`src/rtl/fifo_settings.svh`:
```
`ifndef FIFO_SETTINGS_SVH
`define FIFO_SETTINGS_SVH

// codeword layout
`define DATA_WIDTH    39
`define PARITY_WIDTH  7

// buffer and status sizing
`define FIFO_DEPTH    8
`define ERR_CNT_WIDTH 16

`endif

```
`src/rtl/ecc_pkg.sv`:
```
`include "fifo_settings.svh"

package ecc_pkg;

    localparam int CW_WIDTH = `DATA_WIDTH + `PARITY_WIDTH;

    typedef logic [`PARITY_WIDTH-1:0] syndrome_t;

    typedef enum logic [1:0] {
        ERR_NONE      = 2'b00,
        ERR_CORRECTED = 2'b01,
        ERR_UNCORR    = 2'b10,
        ERR_PARITY    = 2'b11
    } err_kind_e;

    // check bits sit above the data
    typedef struct packed {
        logic [`PARITY_WIDTH-1:0] parity;
        logic [`DATA_WIDTH-1:0]   data;
    } cw_fields_s;

    typedef union packed {
        logic [CW_WIDTH-1:0] raw;
        cw_fields_s          fields;
    } codeword_u;

    // ~~~~~~~~~~~~~~~~~~~~~~~~~~~~~~~~~~~~~~~~
    // SEC-DED check bit equations
    // ~~~~~~~~~~~~~~~~~~~~~~~~~~~~~~~~~~~~~~~~

    function automatic logic [`PARITY_WIDTH-1:0] ecc_encode(input logic [`DATA_WIDTH-1:0] d);
        logic [`PARITY_WIDTH-1:0] p;
        p[0] = d[0] ^ d[1] ^ d[3] ^ d[4] ^ d[6] ^ d[8] ^ d[10] ^ d[11] ^ d[13] ^ d[15]
             ^ d[17] ^ d[19] ^ d[21] ^ d[23] ^ d[25] ^ d[26] ^ d[28] ^ d[30] ^ d[32]
             ^ d[34] ^ d[36] ^ d[38];
        p[1] = d[0] ^ d[2] ^ d[3] ^ d[5] ^ d[6] ^ d[9] ^ d[10] ^ d[12] ^ d[13] ^ d[16]
             ^ d[17] ^ d[20] ^ d[21] ^ d[24] ^ d[25] ^ d[27] ^ d[28] ^ d[31] ^ d[32]
             ^ d[35] ^ d[36];
        p[2] = d[1] ^ d[2] ^ d[3] ^ d[7] ^ d[8] ^ d[9] ^ d[10] ^ d[14] ^ d[15] ^ d[16]
             ^ d[17] ^ d[22] ^ d[23] ^ d[24] ^ d[25] ^ d[29] ^ d[30] ^ d[31] ^ d[32]
             ^ d[37] ^ d[38];
        // contiguous groups
        p[3] = (^d[10:4]) ^ (^d[25:18]) ^ (^d[38:33]);
        p[4] = ^d[25:11];
        p[5] = ^d[38:26];
        // overall-ish parity term that makes every data column odd weight
        p[6] = d[0] ^ d[1] ^ d[2] ^ d[4] ^ d[5] ^ d[7] ^ d[10] ^ d[11] ^ d[12] ^ d[14]
             ^ d[17] ^ d[18] ^ d[21] ^ d[23] ^ d[24] ^ d[26] ^ d[27] ^ d[29] ^ d[32]
             ^ d[33] ^ d[36] ^ d[38];
        return p;
    endfunction

    // column of data bit i is the encoding of a one-hot word
    function automatic err_kind_e ecc_classify(
        input  syndrome_t              syn,
        output logic [`DATA_WIDTH-1:0] mask
    );
        logic [`DATA_WIDTH-1:0] one_hot;
        logic                   hit;
        err_kind_e              kind;
        mask = '0;
        hit  = 1'b0;
        for (int i = 0; i < `DATA_WIDTH; i++) begin
            one_hot = `DATA_WIDTH'(1) << i;
            if (ecc_encode(one_hot) == syn) begin
                mask[i] = 1'b1;
                hit     = 1'b1;
            end
        end
        if (syn == '0) begin
            kind = ERR_NONE;
        end else if (hit) begin
            kind = ERR_CORRECTED;
        end else if ((syn & (syn - 1'b1)) == '0) begin
            // lone check bit flipped
            kind = ERR_PARITY;
        end else begin
            kind = ERR_UNCORR;
        end
        return kind;
    endfunction

endpackage

```
`src/rtl/wb_pkg.sv`:
```
`include "fifo_settings.svh"

package wb_pkg;

    // read port register map
    typedef enum logic {
        RD_DATA   = 1'b0,
        RD_STATUS = 1'b1
    } rd_addr_e;

    // ~~~~~~~~~~~~~~~~~~~~~~~~~~~~~~~~~~~~~~~~
    // status word, zero-extended on the bus
    // ~~~~~~~~~~~~~~~~~~~~~~~~~~~~~~~~~~~~~~~~

    typedef struct packed {
        logic [`ERR_CNT_WIDTH-1:0] corr_cnt;
        logic [`ERR_CNT_WIDTH-1:0] uncorr_cnt;
        logic                      last_uncorr;
        logic                      last_corr;
    } status_s;

endpackage

```
`src/rtl/ecc_wr_port.sv`:
```
`timescale 1ns/1ns
`include "fifo_settings.svh"

module ecc_wr_port (
    input  logic                         clk,
    input  logic                         rst_n,
    input  logic                         wr_cyc,
    input  logic                         wr_stb,
    input  logic                         wr_we,
    input  logic [`DATA_WIDTH-1:0]       wr_dat,
    output logic                         wr_ack,
    input  logic [ecc_pkg::CW_WIDTH-1:0] inj_mask,
    output logic                         push_valid,
    output ecc_pkg::codeword_u           push_cw,
    input  logic                         push_ready
);

    ecc_pkg::codeword_u enc_cw;
    logic               req;
    logic               ack_next;

    // stb stays up during the ack cycle, so mask it out there
    assign req        = wr_cyc & wr_stb & ~wr_ack;
    assign push_valid = req & wr_we;

    // reads on this port just complete
    assign ack_next = req & (~wr_we | push_ready);

    always_comb begin
        enc_cw.fields.data   = wr_dat;
        enc_cw.fields.parity = ecc_pkg::ecc_encode(wr_dat);
        // fault injection on the stored image
        push_cw.raw = enc_cw.raw ^ inj_mask;
    end

    always_ff @(posedge clk or negedge rst_n) begin
        if (!rst_n) begin
            wr_ack <= 1'b0;
        end else begin
            wr_ack <= ack_next;
        end
    end

    // a stalled push stays offered unchanged
    a_push_held: assert property (@(posedge clk) disable iff (!rst_n)
        (push_valid && !push_ready) |=> (push_valid && $stable(push_cw)));

endmodule

```
`src/rtl/ecc_codeword_fifo.sv`:
```
`timescale 1ns/1ns
`include "fifo_settings.svh"

module ecc_codeword_fifo #(
    parameter int DEPTH = `FIFO_DEPTH
) (
    input  logic               clk,
    input  logic               rst_n,
    input  logic               push_valid,
    input  ecc_pkg::codeword_u push_cw,
    output logic               push_ready,
    output logic               pop_valid,
    output ecc_pkg::codeword_u pop_cw,
    input  logic               pop_ready
);

    localparam int PTR_W = (DEPTH > 1) ? $clog2(DEPTH) : 1;
    localparam int CNT_W = $clog2(DEPTH + 1);

    ecc_pkg::codeword_u mem [DEPTH];
    logic [PTR_W-1:0]   wr_ptr;
    logic [PTR_W-1:0]   rd_ptr;
    logic [CNT_W-1:0]   count;
    logic               push_fire;
    logic               pop_fire;
    logic               mem_empty;
    logic               load_out;
    logic               mem_wr;
    logic               mem_rd;

    function automatic logic [PTR_W-1:0] ptr_inc(input logic [PTR_W-1:0] ptr);
        return (ptr == PTR_W'(DEPTH - 1)) ? '0 : ptr + 1'b1;
    endfunction

    assign push_fire = push_valid & push_ready;
    assign pop_fire  = pop_valid & pop_ready;

    // count covers the output register too
    assign push_ready = (count != CNT_W'(DEPTH)) | pop_fire;

    // array never holds more than DEPTH-1, so equal pointers mean empty
    assign mem_empty = (wr_ptr == rd_ptr);
    assign load_out  = ~pop_valid | pop_fire;
    assign mem_rd    = load_out & ~mem_empty;
    assign mem_wr    = push_fire & ~(load_out & mem_empty);

    always_ff @(posedge clk or negedge rst_n) begin
        if (!rst_n) begin
            wr_ptr    <= '0;
            rd_ptr    <= '0;
            count     <= '0;
            pop_valid <= 1'b0;
        end else begin
            if (mem_wr) begin
                wr_ptr <= ptr_inc(wr_ptr);
            end
            if (mem_rd) begin
                rd_ptr <= ptr_inc(rd_ptr);
            end
            if (load_out) begin
                pop_valid <= ~mem_empty | push_fire;
            end
            count <= count + CNT_W'(push_fire) - CNT_W'(pop_fire);
        end
    end

    // storage and output word
    always_ff @(posedge clk) begin
        if (mem_wr) begin
            mem[wr_ptr] <= push_cw;
        end
        if (mem_rd) begin
            pop_cw <= mem[rd_ptr];
        end else if (load_out && push_fire) begin
            pop_cw <= push_cw;
        end
    end

    a_no_overflow: assert property (@(posedge clk) disable iff (!rst_n)
        count <= CNT_W'(DEPTH));

    a_no_pop_empty: assert property (@(posedge clk) disable iff (!rst_n)
        pop_fire |-> (count != '0));

endmodule

```
`src/rtl/ecc_rd_port.sv`:
```
`timescale 1ns/1ns
`include "fifo_settings.svh"

module ecc_rd_port (
    input  logic                   clk,
    input  logic                   rst_n,
    input  logic                   rd_cyc,
    input  logic                   rd_stb,
    input  wb_pkg::rd_addr_e       rd_adr,
    output logic [`DATA_WIDTH-1:0] rd_dat,
    output logic                   rd_ack,
    input  logic                   ecc_bypass,
    input  logic                   pop_valid,
    input  ecc_pkg::codeword_u     pop_cw,
    output logic                   pop_ready
);

    localparam int STATUS_PAD = `DATA_WIDTH - $bits(wb_pkg::status_s);
    localparam logic [`ERR_CNT_WIDTH-1:0] CNT_MAX = '1;

    logic                   req;
    logic                   status_req;
    logic                   pop_fire;
    ecc_pkg::syndrome_t     syndrome;
    ecc_pkg::err_kind_e     err_kind;
    logic [`DATA_WIDTH-1:0] corr_mask;
    logic [`DATA_WIDTH-1:0] dec_data;
    wb_pkg::status_s        status_q;

    // ~~~~~~~~~~~~~~~~~~~~~~~~~~~~~~~~~~~~~~~~
    // bus side
    // ~~~~~~~~~~~~~~~~~~~~~~~~~~~~~~~~~~~~~~~~

    assign req        = rd_cyc & rd_stb & ~rd_ack;
    assign pop_ready  = req & (rd_adr == wb_pkg::RD_DATA);
    assign status_req = req & (rd_adr == wb_pkg::RD_STATUS);
    assign pop_fire   = pop_valid & pop_ready;

    // ~~~~~~~~~~~~~~~~~~~~~~~~~~~~~~~~~~~~~~~~
    // decode
    // ~~~~~~~~~~~~~~~~~~~~~~~~~~~~~~~~~~~~~~~~

    always_comb begin
        syndrome = ecc_pkg::ecc_encode(pop_cw.fields.data) ^ pop_cw.fields.parity;
        err_kind = ecc_pkg::ecc_classify(syndrome, corr_mask);
        // raw data when bypassed, double errors pass through untouched
        if (ecc_bypass) begin
            dec_data = pop_cw.fields.data;
        end else begin
            dec_data = pop_cw.fields.data ^ corr_mask;
        end
    end

    always_ff @(posedge clk or negedge rst_n) begin
        if (!rst_n) begin
            rd_ack   <= 1'b0;
            status_q <= '0;
        end else begin
            rd_ack <= pop_fire | status_req;
            if (pop_fire && !ecc_bypass) begin
                case (err_kind)
                    ecc_pkg::ERR_NONE: begin
                        status_q.last_corr   <= 1'b0;
                        status_q.last_uncorr <= 1'b0;
                    end
                    // check-bit hits count as corrected
                    ecc_pkg::ERR_CORRECTED, ecc_pkg::ERR_PARITY: begin
                        if (status_q.corr_cnt != CNT_MAX) begin
                            status_q.corr_cnt <= status_q.corr_cnt + 1'b1;
                        end
                        status_q.last_corr   <= 1'b1;
                        status_q.last_uncorr <= 1'b0;
                    end
                    default: begin
                        if (status_q.uncorr_cnt != CNT_MAX) begin
                            status_q.uncorr_cnt <= status_q.uncorr_cnt + 1'b1;
                        end
                        status_q.last_corr   <= 1'b0;
                        status_q.last_uncorr <= 1'b1;
                    end
                endcase
            end
        end
    end

    // read data register
    always_ff @(posedge clk) begin
        if (pop_fire) begin
            rd_dat <= dec_data;
        end else if (status_req) begin
            rd_dat <= {{STATUS_PAD{1'b0}}, status_q};
        end
    end

    // distinct data columns leave exactly one bit to flip
    a_fix_one_hot: assert property (@(posedge clk) disable iff (!rst_n)
        (pop_valid && err_kind == ecc_pkg::ERR_CORRECTED) |-> $onehot(corr_mask));

endmodule

```
`src/rtl/ecc_fifo_top.sv`:
```
`timescale 1ns/1ns
`include "fifo_settings.svh"

module ecc_fifo_top (
    input  logic                         clk,
    input  logic                         rst_n,
    input  logic                         wr_cyc,
    input  logic                         wr_stb,
    input  logic                         wr_we,
    input  logic [`DATA_WIDTH-1:0]       wr_dat,
    output logic                         wr_ack,
    input  logic                         rd_cyc,
    input  logic                         rd_stb,
    input  logic                         rd_adr,
    output logic [`DATA_WIDTH-1:0]       rd_dat,
    output logic                         rd_ack,
    input  logic [ecc_pkg::CW_WIDTH-1:0] inj_mask,
    input  logic                         ecc_bypass
);

    logic               push_valid;
    logic               push_ready;
    ecc_pkg::codeword_u push_cw;
    logic               pop_valid;
    logic               pop_ready;
    ecc_pkg::codeword_u pop_cw;

    ecc_wr_port u_wr_port (
        .clk        (clk),
        .rst_n      (rst_n),
        .wr_cyc     (wr_cyc),
        .wr_stb     (wr_stb),
        .wr_we      (wr_we),
        .wr_dat     (wr_dat),
        .wr_ack     (wr_ack),
        .inj_mask   (inj_mask),
        .push_valid (push_valid),
        .push_cw    (push_cw),
        .push_ready (push_ready)
    );

    ecc_codeword_fifo #(
        .DEPTH (`FIFO_DEPTH)
    ) u_fifo (
        .clk        (clk),
        .rst_n      (rst_n),
        .push_valid (push_valid),
        .push_cw    (push_cw),
        .push_ready (push_ready),
        .pop_valid  (pop_valid),
        .pop_cw     (pop_cw),
        .pop_ready  (pop_ready)
    );

    ecc_rd_port u_rd_port (
        .clk        (clk),
        .rst_n      (rst_n),
        .rd_cyc     (rd_cyc),
        .rd_stb     (rd_stb),
        .rd_adr     (wb_pkg::rd_addr_e'(rd_adr)),
        .rd_dat     (rd_dat),
        .rd_ack     (rd_ack),
        .ecc_bypass (ecc_bypass),
        .pop_valid  (pop_valid),
        .pop_cw     (pop_cw),
        .pop_ready  (pop_ready)
    );

endmodule

```
`config.mk`:
```
export PLATFORM = sky130hd
export DESIGN_NAME = ecc_fifo_top
export DESIGN_NICKNAME = d
export VERILOG_FILES = /design/src/rtl/ecc_pkg.sv /design/src/rtl/wb_pkg.sv /design/src/rtl/ecc_wr_port.sv /design/src/rtl/ecc_codeword_fifo.sv /design/src/rtl/ecc_rd_port.sv /design/src/rtl/ecc_fifo_top.sv
export VERILOG_INCLUDE_DIRS = /design/src /design/src/rtl
export SDC_FILE = /design/constraint.sdc
export NUM_CORES = 1
export LEC_CHECK = 0
export ABC_AREA = 1
export BUFFER_PORTS_ARGS = -buffer_cell sky130_fd_sc_hd__buf_2
export CAP_MARGIN = 20
export CELL_PAD_IN_SITES_DETAIL_PLACEMENT = 2
export CELL_PAD_IN_SITES_GLOBAL_PLACEMENT = 2
export CORE_ASPECT_RATIO = 1.25
export CORE_MARGIN = 5
export CORE_UTILIZATION = 43
export CTS_CLUSTER_SIZE = 24
export DETAILED_ROUTE_END_ITERATION = 8
export PLACE_DENSITY_LB_ADDON = 0.1
export REMOVE_ABC_BUFFERS = 1
export SLEW_MARGIN = 20
export SYNTH_ARGS = -nofsm -noshare
export SYNTH_HDL_FRONTEND = slang
export SYNTH_SLANG_ARGS = --single-unit
```
`constraint.sdc`:
```
create_clock -name clk -period 9.1 [get_ports clk]
set_input_delay 0.455 -clock clk [delete_from_list [all_inputs] [get_ports clk]]
set_output_delay 0.455 -clock clk [all_outputs]
set_load 0.1 [all_outputs]
```
* Word-level counts from Yosys, hierarchy flattened
Memories as Yosys holds them, arrays and structs flattened. Cells that the tools add are included.
Cells by class: $add $sub $neg 7, multipliers 0, div/mod/pow operators 0, order comparisons 0, eq/ne operators 47, shift-type cells 0, muxes and demuxes 90, bitwise logic cells 196, reductions and logical operators 22
Operators by type and width (number):
- 1-bit XOR | 166
- 7-bit equality test (first input constant) | 22
- 39-bit 2-to-1 mux | 3
- 46-bit 2-to-1 mux | 2
- 1-bit 2-to-1 mux | 80
- 5-bit by 7-bit equality test with 1-bit output (first input constant) | 7
- 46-bit XOR | 1
- 6-bit by 7-bit equality test with 1-bit output (first input constant) | 6
- 39-bit XOR | 1
- 16-bit by 1-bit adder with 16-bit output (second input constant) | 2
- 16-bit != test (second input constant) | 2
- 15-bit parity | 2
- 13-bit parity | 2
- 4-bit by 7-bit equality test with 1-bit output (first input constant) | 3
- 8-bit parity | 2
- 7-bit zero test | 2
- 7-bit parity | 2
- 1-bit AND | 13
- 6-bit parity | 2
- 1-bit NOT | 8
- 7-bit AND | 1
- 3-bit by 7-bit equality test with 1-bit output (first input constant) | 1
- 7-bit by 1-bit subtractor with 7-bit output (second input constant) | 1
- 7-bit XOR | 1
- other kinds (19) | 30
Word-level totals: register bits 132, bits in latches 0, RAM bits 368, memory bits (read-only) 0, output and inout bits 41, logic and storage cells 375, memories 1
Memories:
- u_fifo.mem | depth 8, width 46, rd ports 1, clocked after Yosys merged registers in 0, wr ports 1, RTL line ecc_codeword_fifo.sv:20 | ecc_pkg::codeword_u mem [DEPTH];

* Longest topological paths before layout
word-level depth 68, mapped depth 27

* Cells and area by module
A second synthesis with hierarchy kept.
Unflattened totals: cells, all modules 3273, area total of the unflattened synthesis 27143.5 um^2
By module, submodules not included:
- ecc_codeword_fifo | times used 1, cells each 1886, area each 18674.2 um^2, sequential area each 12707.2 um^2
- ecc_rd_port | times used 1, cells each 911, area each 6137.1 um^2, sequential area each 2047.0 um^2
- ecc_wr_port | times used 1, cells each 476, area each 2332.2 um^2, sequential area each 25.0 um^2

* Worst setup path after synthesis
OpenSTA, ideal clock, no wires.
path kind reg2reg, start register u_rd_port.rd_ack, end register u_fifo.pop_cw[0] (netlist name), enable pin, library setup time 513 ps, data arrival time 4981 ps, path slack 3606 ps, cell stages (with the launch flop) 8, clock period less this slack 5494 ps, path through dfrtp_1 -> nor2_1 -> nand2_1 -> nor2_1 -> inv_1 -> nand4_1 -> nand3_1 -> o21ai_0
On the way: longest elaborated chain between the ends 8, elaborated cells between the ends (all ways) 10, classes of those cells bitwise (8); reduce/logical (2)
Ends and longest elaborated chain:
- start, declared | RTL line ecc_rd_port.sv:11 | output logic rd_ack,
- start signal, assigned | RTL line ecc_rd_port.sv:59 | rd_ack <= pop_fire | status_req;
- 1-bit NOT * | RTL line ecc_rd_port.sv:34 | assign req = rd_cyc & rd_stb & ~rd_ack;
- 1-bit AND * | RTL line ecc_rd_port.sv:34
- 1-bit AND * | RTL line ecc_rd_port.sv:35 | assign pop_ready = req & (rd_adr == wb_pkg::RD_DATA);
- 1-bit AND * | RTL line ecc_codeword_fifo.sv:36 | assign pop_fire = pop_valid & pop_ready;
- named net u_fifo.pop_fire | RTL line ecc_codeword_fifo.sv:25 | logic pop_fire;
- 1-bit OR | RTL line ecc_codeword_fifo.sv:39 | assign push_ready = (count != CNT_W'(DEPTH)) | pop_fire;
- 1-bit AND | RTL line ecc_codeword_fifo.sv:35 | assign push_fire = push_valid & push_ready;
- 1-bit logical AND | RTL line ecc_codeword_fifo.sv:74 | end else if (load_out && push_fire) begin
- 2-bit nonzero test (no line) *
- end signal, assigned | RTL line ecc_codeword_fifo.sv:73 | pop_cw <= mem[rd_ptr];
- end signal, assigned | RTL line ecc_codeword_fifo.sv:75 | pop_cw <= push_cw;
- end, declared | RTL line ecc_codeword_fifo.sv:13 | output ecc_pkg::codeword_u pop_cw,
Mark *: on every way through the listed nets, which the timed path passes. The rest lies on a longest branch. A chain may end at the register's enable or synchronous reset.

* Worst setup path after layout
start register u_fifo.rd_ptr[0], end register u_fifo.pop_cw[10] (netlist name), data pin
On the way: longest elaborated chain between the ends 4, elaborated cells between the ends (all ways) 5, classes of those cells eq/ne (1); mux (1); bitwise (2); memory (1)
Ends and longest elaborated chain:
- start, declared | RTL line ecc_codeword_fifo.sv:22 | logic [PTR_W-1:0] rd_ptr;
- start signal, assigned | RTL line ecc_codeword_fifo.sv:58 | rd_ptr <= ptr_inc(rd_ptr);
- branches (longest 3 deep; another with memory read 8 x 46 bit)
- 46-bit 2-to-1 mux * | RTL line ecc_codeword_fifo.sv:72 | if (mem_rd) begin
Every way passes the cells marked *.

==> impl_metrics.env <==
export IMPL_wl_per_cell_um=25.8
export IMPL_p_per_area_nw_per_um2=403
export IMPL_async_flop_share_pct=9.40
export IMPL_cts_root_buf="clkbuf_16"
export IMPL_routabilityCongestion=0.890
export IMPL_synth_most_common_cell="nand2_1"
export IMPL_antenna_left=0
export IMPL_yosysSeqAreaShare_pct=60.0
export IMPL_max_stage_delay_ns=0.77
export IMPL_fillers=5988
export IMPL_synth_area_leader_cell="edfxtp_1"
export IMPL_crit_path_top_delay_cell="buf_4"
export IMPL_netlist_area_um2=24600
export IMPL_clkSlewWorstSetupHoldPaths_ns=0.07
export IMPL_relSlewSlack_pct=27.6
export IMPL_setup_viol=0
export IMPL_synth_top_area_share_pct=55.3
export IMPL_viasPerCell=5.65
export IMPL_peakVddDrop_mv=0.412
export IMPL_combinationalPowerShare_pct=51.1
export IMPL_worstSkewPairLatency_ns=0.63
export IMPL_core_area_um2=57000
export IMPL_nNetsFinal=2666
export IMPL_drt_iter0_drc=1127
export IMPL_final_max_slew_viol_count=0
export IMPL_ys_ff_latch=500
export IMPL_hold_viol=0
export IMPL_worstPathCellList="inv_4, buf_4, buf_4, o21ai_0, o22ai_1, nor2_1, o21ai_0"
export IMPL_fin_crit_ns=4.00
export IMPL_synth_area_leaders="edfxtp_1 55%, nand2_1 8.0%, o21ai_0 6.6%"
export IMPL_cp_arrival_ns=4.37
export IMPL_io_pins=135
export IMPL_antenna_found_initial=2
export IMPL_crit_fanout=79
export IMPL_syn_instance_count=2464
export IMPL_fin_area_um2=27700
export IMPL_synth_edff_count=453
export IMPL_grt_overflow=0
export IMPL_cap_violations=0
export IMPL_first_pass_iters=5
export IMPL_final_cells=3352
export IMPL_worst_slew_pin_slew_ns=1.09
export IMPL_path_delay_family="buffers and inverters"
export IMPL_pwr_share_clk_pct=19.6
export IMPL_yosys_cell_types_count=35
export IMPL_row_count=98
export IMPL_switchingPower_uw=5590
export IMPL_dp_cells=3255
export IMPL_ys_flop_type="edfxtp_1"
export IMPL_die_h_um=277
export IMPL_die_x_um=224
export IMPL_cp_start_kind="register"
export IMPL_min_period_over_period_pct=43.9
export IMPL_drc=0
export IMPL_post_cts_setup_buffers=0
export IMPL_ys_warn_count=0
export IMPL_cts_buffers=52
export IMPL_clock_path_buffers=3
export IMPL_grt_pass1_wl_um=131000
export IMPL_fin_skew_ns=0.0171
export IMPL_syn_avg_cell_area_um2=9.99
export IMPL_grt_pass1_vias=21304
export IMPL_seq_power_share_pct=29.4
export IMPL_post_dp_cell_area_um2=26000
export IMPL_routed_wl_um=86600
export IMPL_hold_path_class="input pin to register"
export IMPL_max_freq_mhz=250
export IMPL_p_leak_uw=0.0107
export IMPL_tns_ns=0
export IMPL_cts_sinks=500
export IMPL_die_area_um2=62200
export IMPL_internal_power_uw=5580
export IMPL_crit_buf_inv=3
export IMPL_areaGrowthSynthToFinish_pct=12.6
export IMPL_htree_levels=2
export IMPL_p_sw_share_pct=50.0
export IMPL_rsz0062_at_grt="no"
export IMPL_outcome="complete, no violations"
export IMPL_synth_common_cells="523 x nand2_1, 453 x edfxtp_1, 331 x nor2_1"
export IMPL_worst_setup_path_type="register to register"
export IMPL_required_ns=9.48
export IMPL_portBuffers=134
export IMPL_worstSetupEndpointType="register"
export IMPL_grt_use_total_pct=27.3
export IMPL_initial_utilization_pct=43.2
export IMPL_drive_above_1_share_pct=11.3
export IMPL_vias=18937
export IMPL_cts_tree="built"
export IMPL_grt_max_degree=94
export IMPL_place_detailed_hpwl_um=58200
export IMPL_antenna_cells=0
-- power groups by stage --
| stage | combinational (uW) | sequential, uW | clock (uW) |
|---|---|---|---|
| 2_1_floorplan | 3540 | 3370 | 0 |
| 3_3_place_gp | 5340 | 3300 | 0 |
| 3_5_place_dp | 5670 | 3320 | 0 |
| 4_1_cts | 5730 | 3280 | 2220 |
| 5_1_grt | 6240 | 3300 | 2330 |
| 6_report | 5700 | 3280 | 2180 |
-- path summary, 6_finish.rpt --
check	endpoint	startpoint	slack, ns	depth (start not counted)
min	u_wr_port.wr_ack	wr_we	0.20	4
min reg2reg	u_rd_port.status_q[16]	u_rd_port.status_q[16]	0.52	2
max in group asynchronous	u_fifo.rd_ptr[0]	rst_n	8.05	3
max	u_fifo.pop_cw[10]	u_fifo.rd_ptr[0]	5.10	7
max reg2reg	u_fifo.pop_cw[10]	u_fifo.rd_ptr[0]	5.10	7
min in group asynchronous	u_rd_port.status_q[9]	rst_n	0.52	3
-- cells in the final DEF, fill, tap and decap left out, types with 3 or more instances in the layout --
| cell | instances |
|---|---|
| dfrtp_1 | 44 |
| nand3_1 | 72 |
| nor2_2 | 9 |
| o21ai_0 | 323 |
| inv_4 | 3 |
| nand3b_1 | 7 |
| clkinv_1 | 13 |
| inv_2 | 15 |
| a21oi_2 | 3 |
| ha_1 | 11 |
| buf_2 | 134 |
| nand3_2 | 4 |
| clkbuf_1 | 9 |
| nor3_1 | 17 |
| nor2_4 | 10 |
| xor2_1 | 144 |
| clkbuf_16 | 53 |
| clkinv_2 | 8 |
| nand2_2 | 14 |
| edfxtp_1 | 453 |
| nor2_1 | 323 |
| nand2_1 | 521 |
| inv_1 | 112 |
| buf_4 | 21 |
| clkbuf_8 | 3 |
| bufinv_16 | 5 |
| o22ai_1 | 93 |
| xnor2_1 | 110 |
| nand4_1 | 41 |
| a21oi_1 | 8 |
-- tightest hold or removal path, stage by stage --
cell	delay, ns
buf_2	0.12
inv_1	0.05
o21ai_0	0.10
inv_1	0.06
-- per-layer routing --
metal	track usage [%]	vias to the layer above	share of wire [%]
met5	0	-	0.015
li1	-	8606	-
met4	7.68	2	2.9
met2	52.3	453	54
met3	3.01	141	3.8
met1	32.1	9735	39
-- repair_timing --
item,CTS,global route
endpoints found under the hold margin,21,0
hold buffers,1,0
gates resized for setup,0,0
-- sequential cells by signal, indices dropped and copies added, names as in the netlist, 3 cells and up --
name,cells
u_fifo.mem,368
u_fifo.pop_cw,46
u_rd_port.rd_dat,39
u_rd_port.status_q,34
u_fifo.count,4
u_fifo.rd_ptr,3
u_fifo.wr_ptr,3
-- through the flow --
stage	power [uW]	util [%]	hold slack (ns)	setup slack (ns)
after detailed placement	9000	45.6	0.508	5.10
final	11200	48.6	0.199	5.10
after floorplan	6900	-	0.159	2.16
after CTS	11200	48.6	0.167	5.04
after global placement	8640	45.6	0.475	5.32
after global routing	11900	48.6	0.178	4.82
-- logic make-up (layout without fill, tap and decap cells) --
kind of cell	after synthesis	after routing	synth area share (%)
compound gates	431	431	9.32
fa+ha+maj	12	12	0.640
flops	500	500	60.0
simple gates	1022	1022	17.0
buf+inv	245	383	3.93
xor+xnor	254	254	9.04
-- area by class of cell --
type | instances | area (um2) | area share (%)
Clock inverter | 31 | 308 | 1.11
Sequential cell | 500 | 14800 | 53.4
Timing Repair Buffer | 156 | 838 | 3.02
Multi-Input combinational cell | 1719 | 8940 | 32.3
Inverter | 131 | 499 | 1.80
Tap cell | 750 | 938 | 3.39
Clock buffer | 65 | 1400 | 5.06
Power figures use the tool's default switching activity.
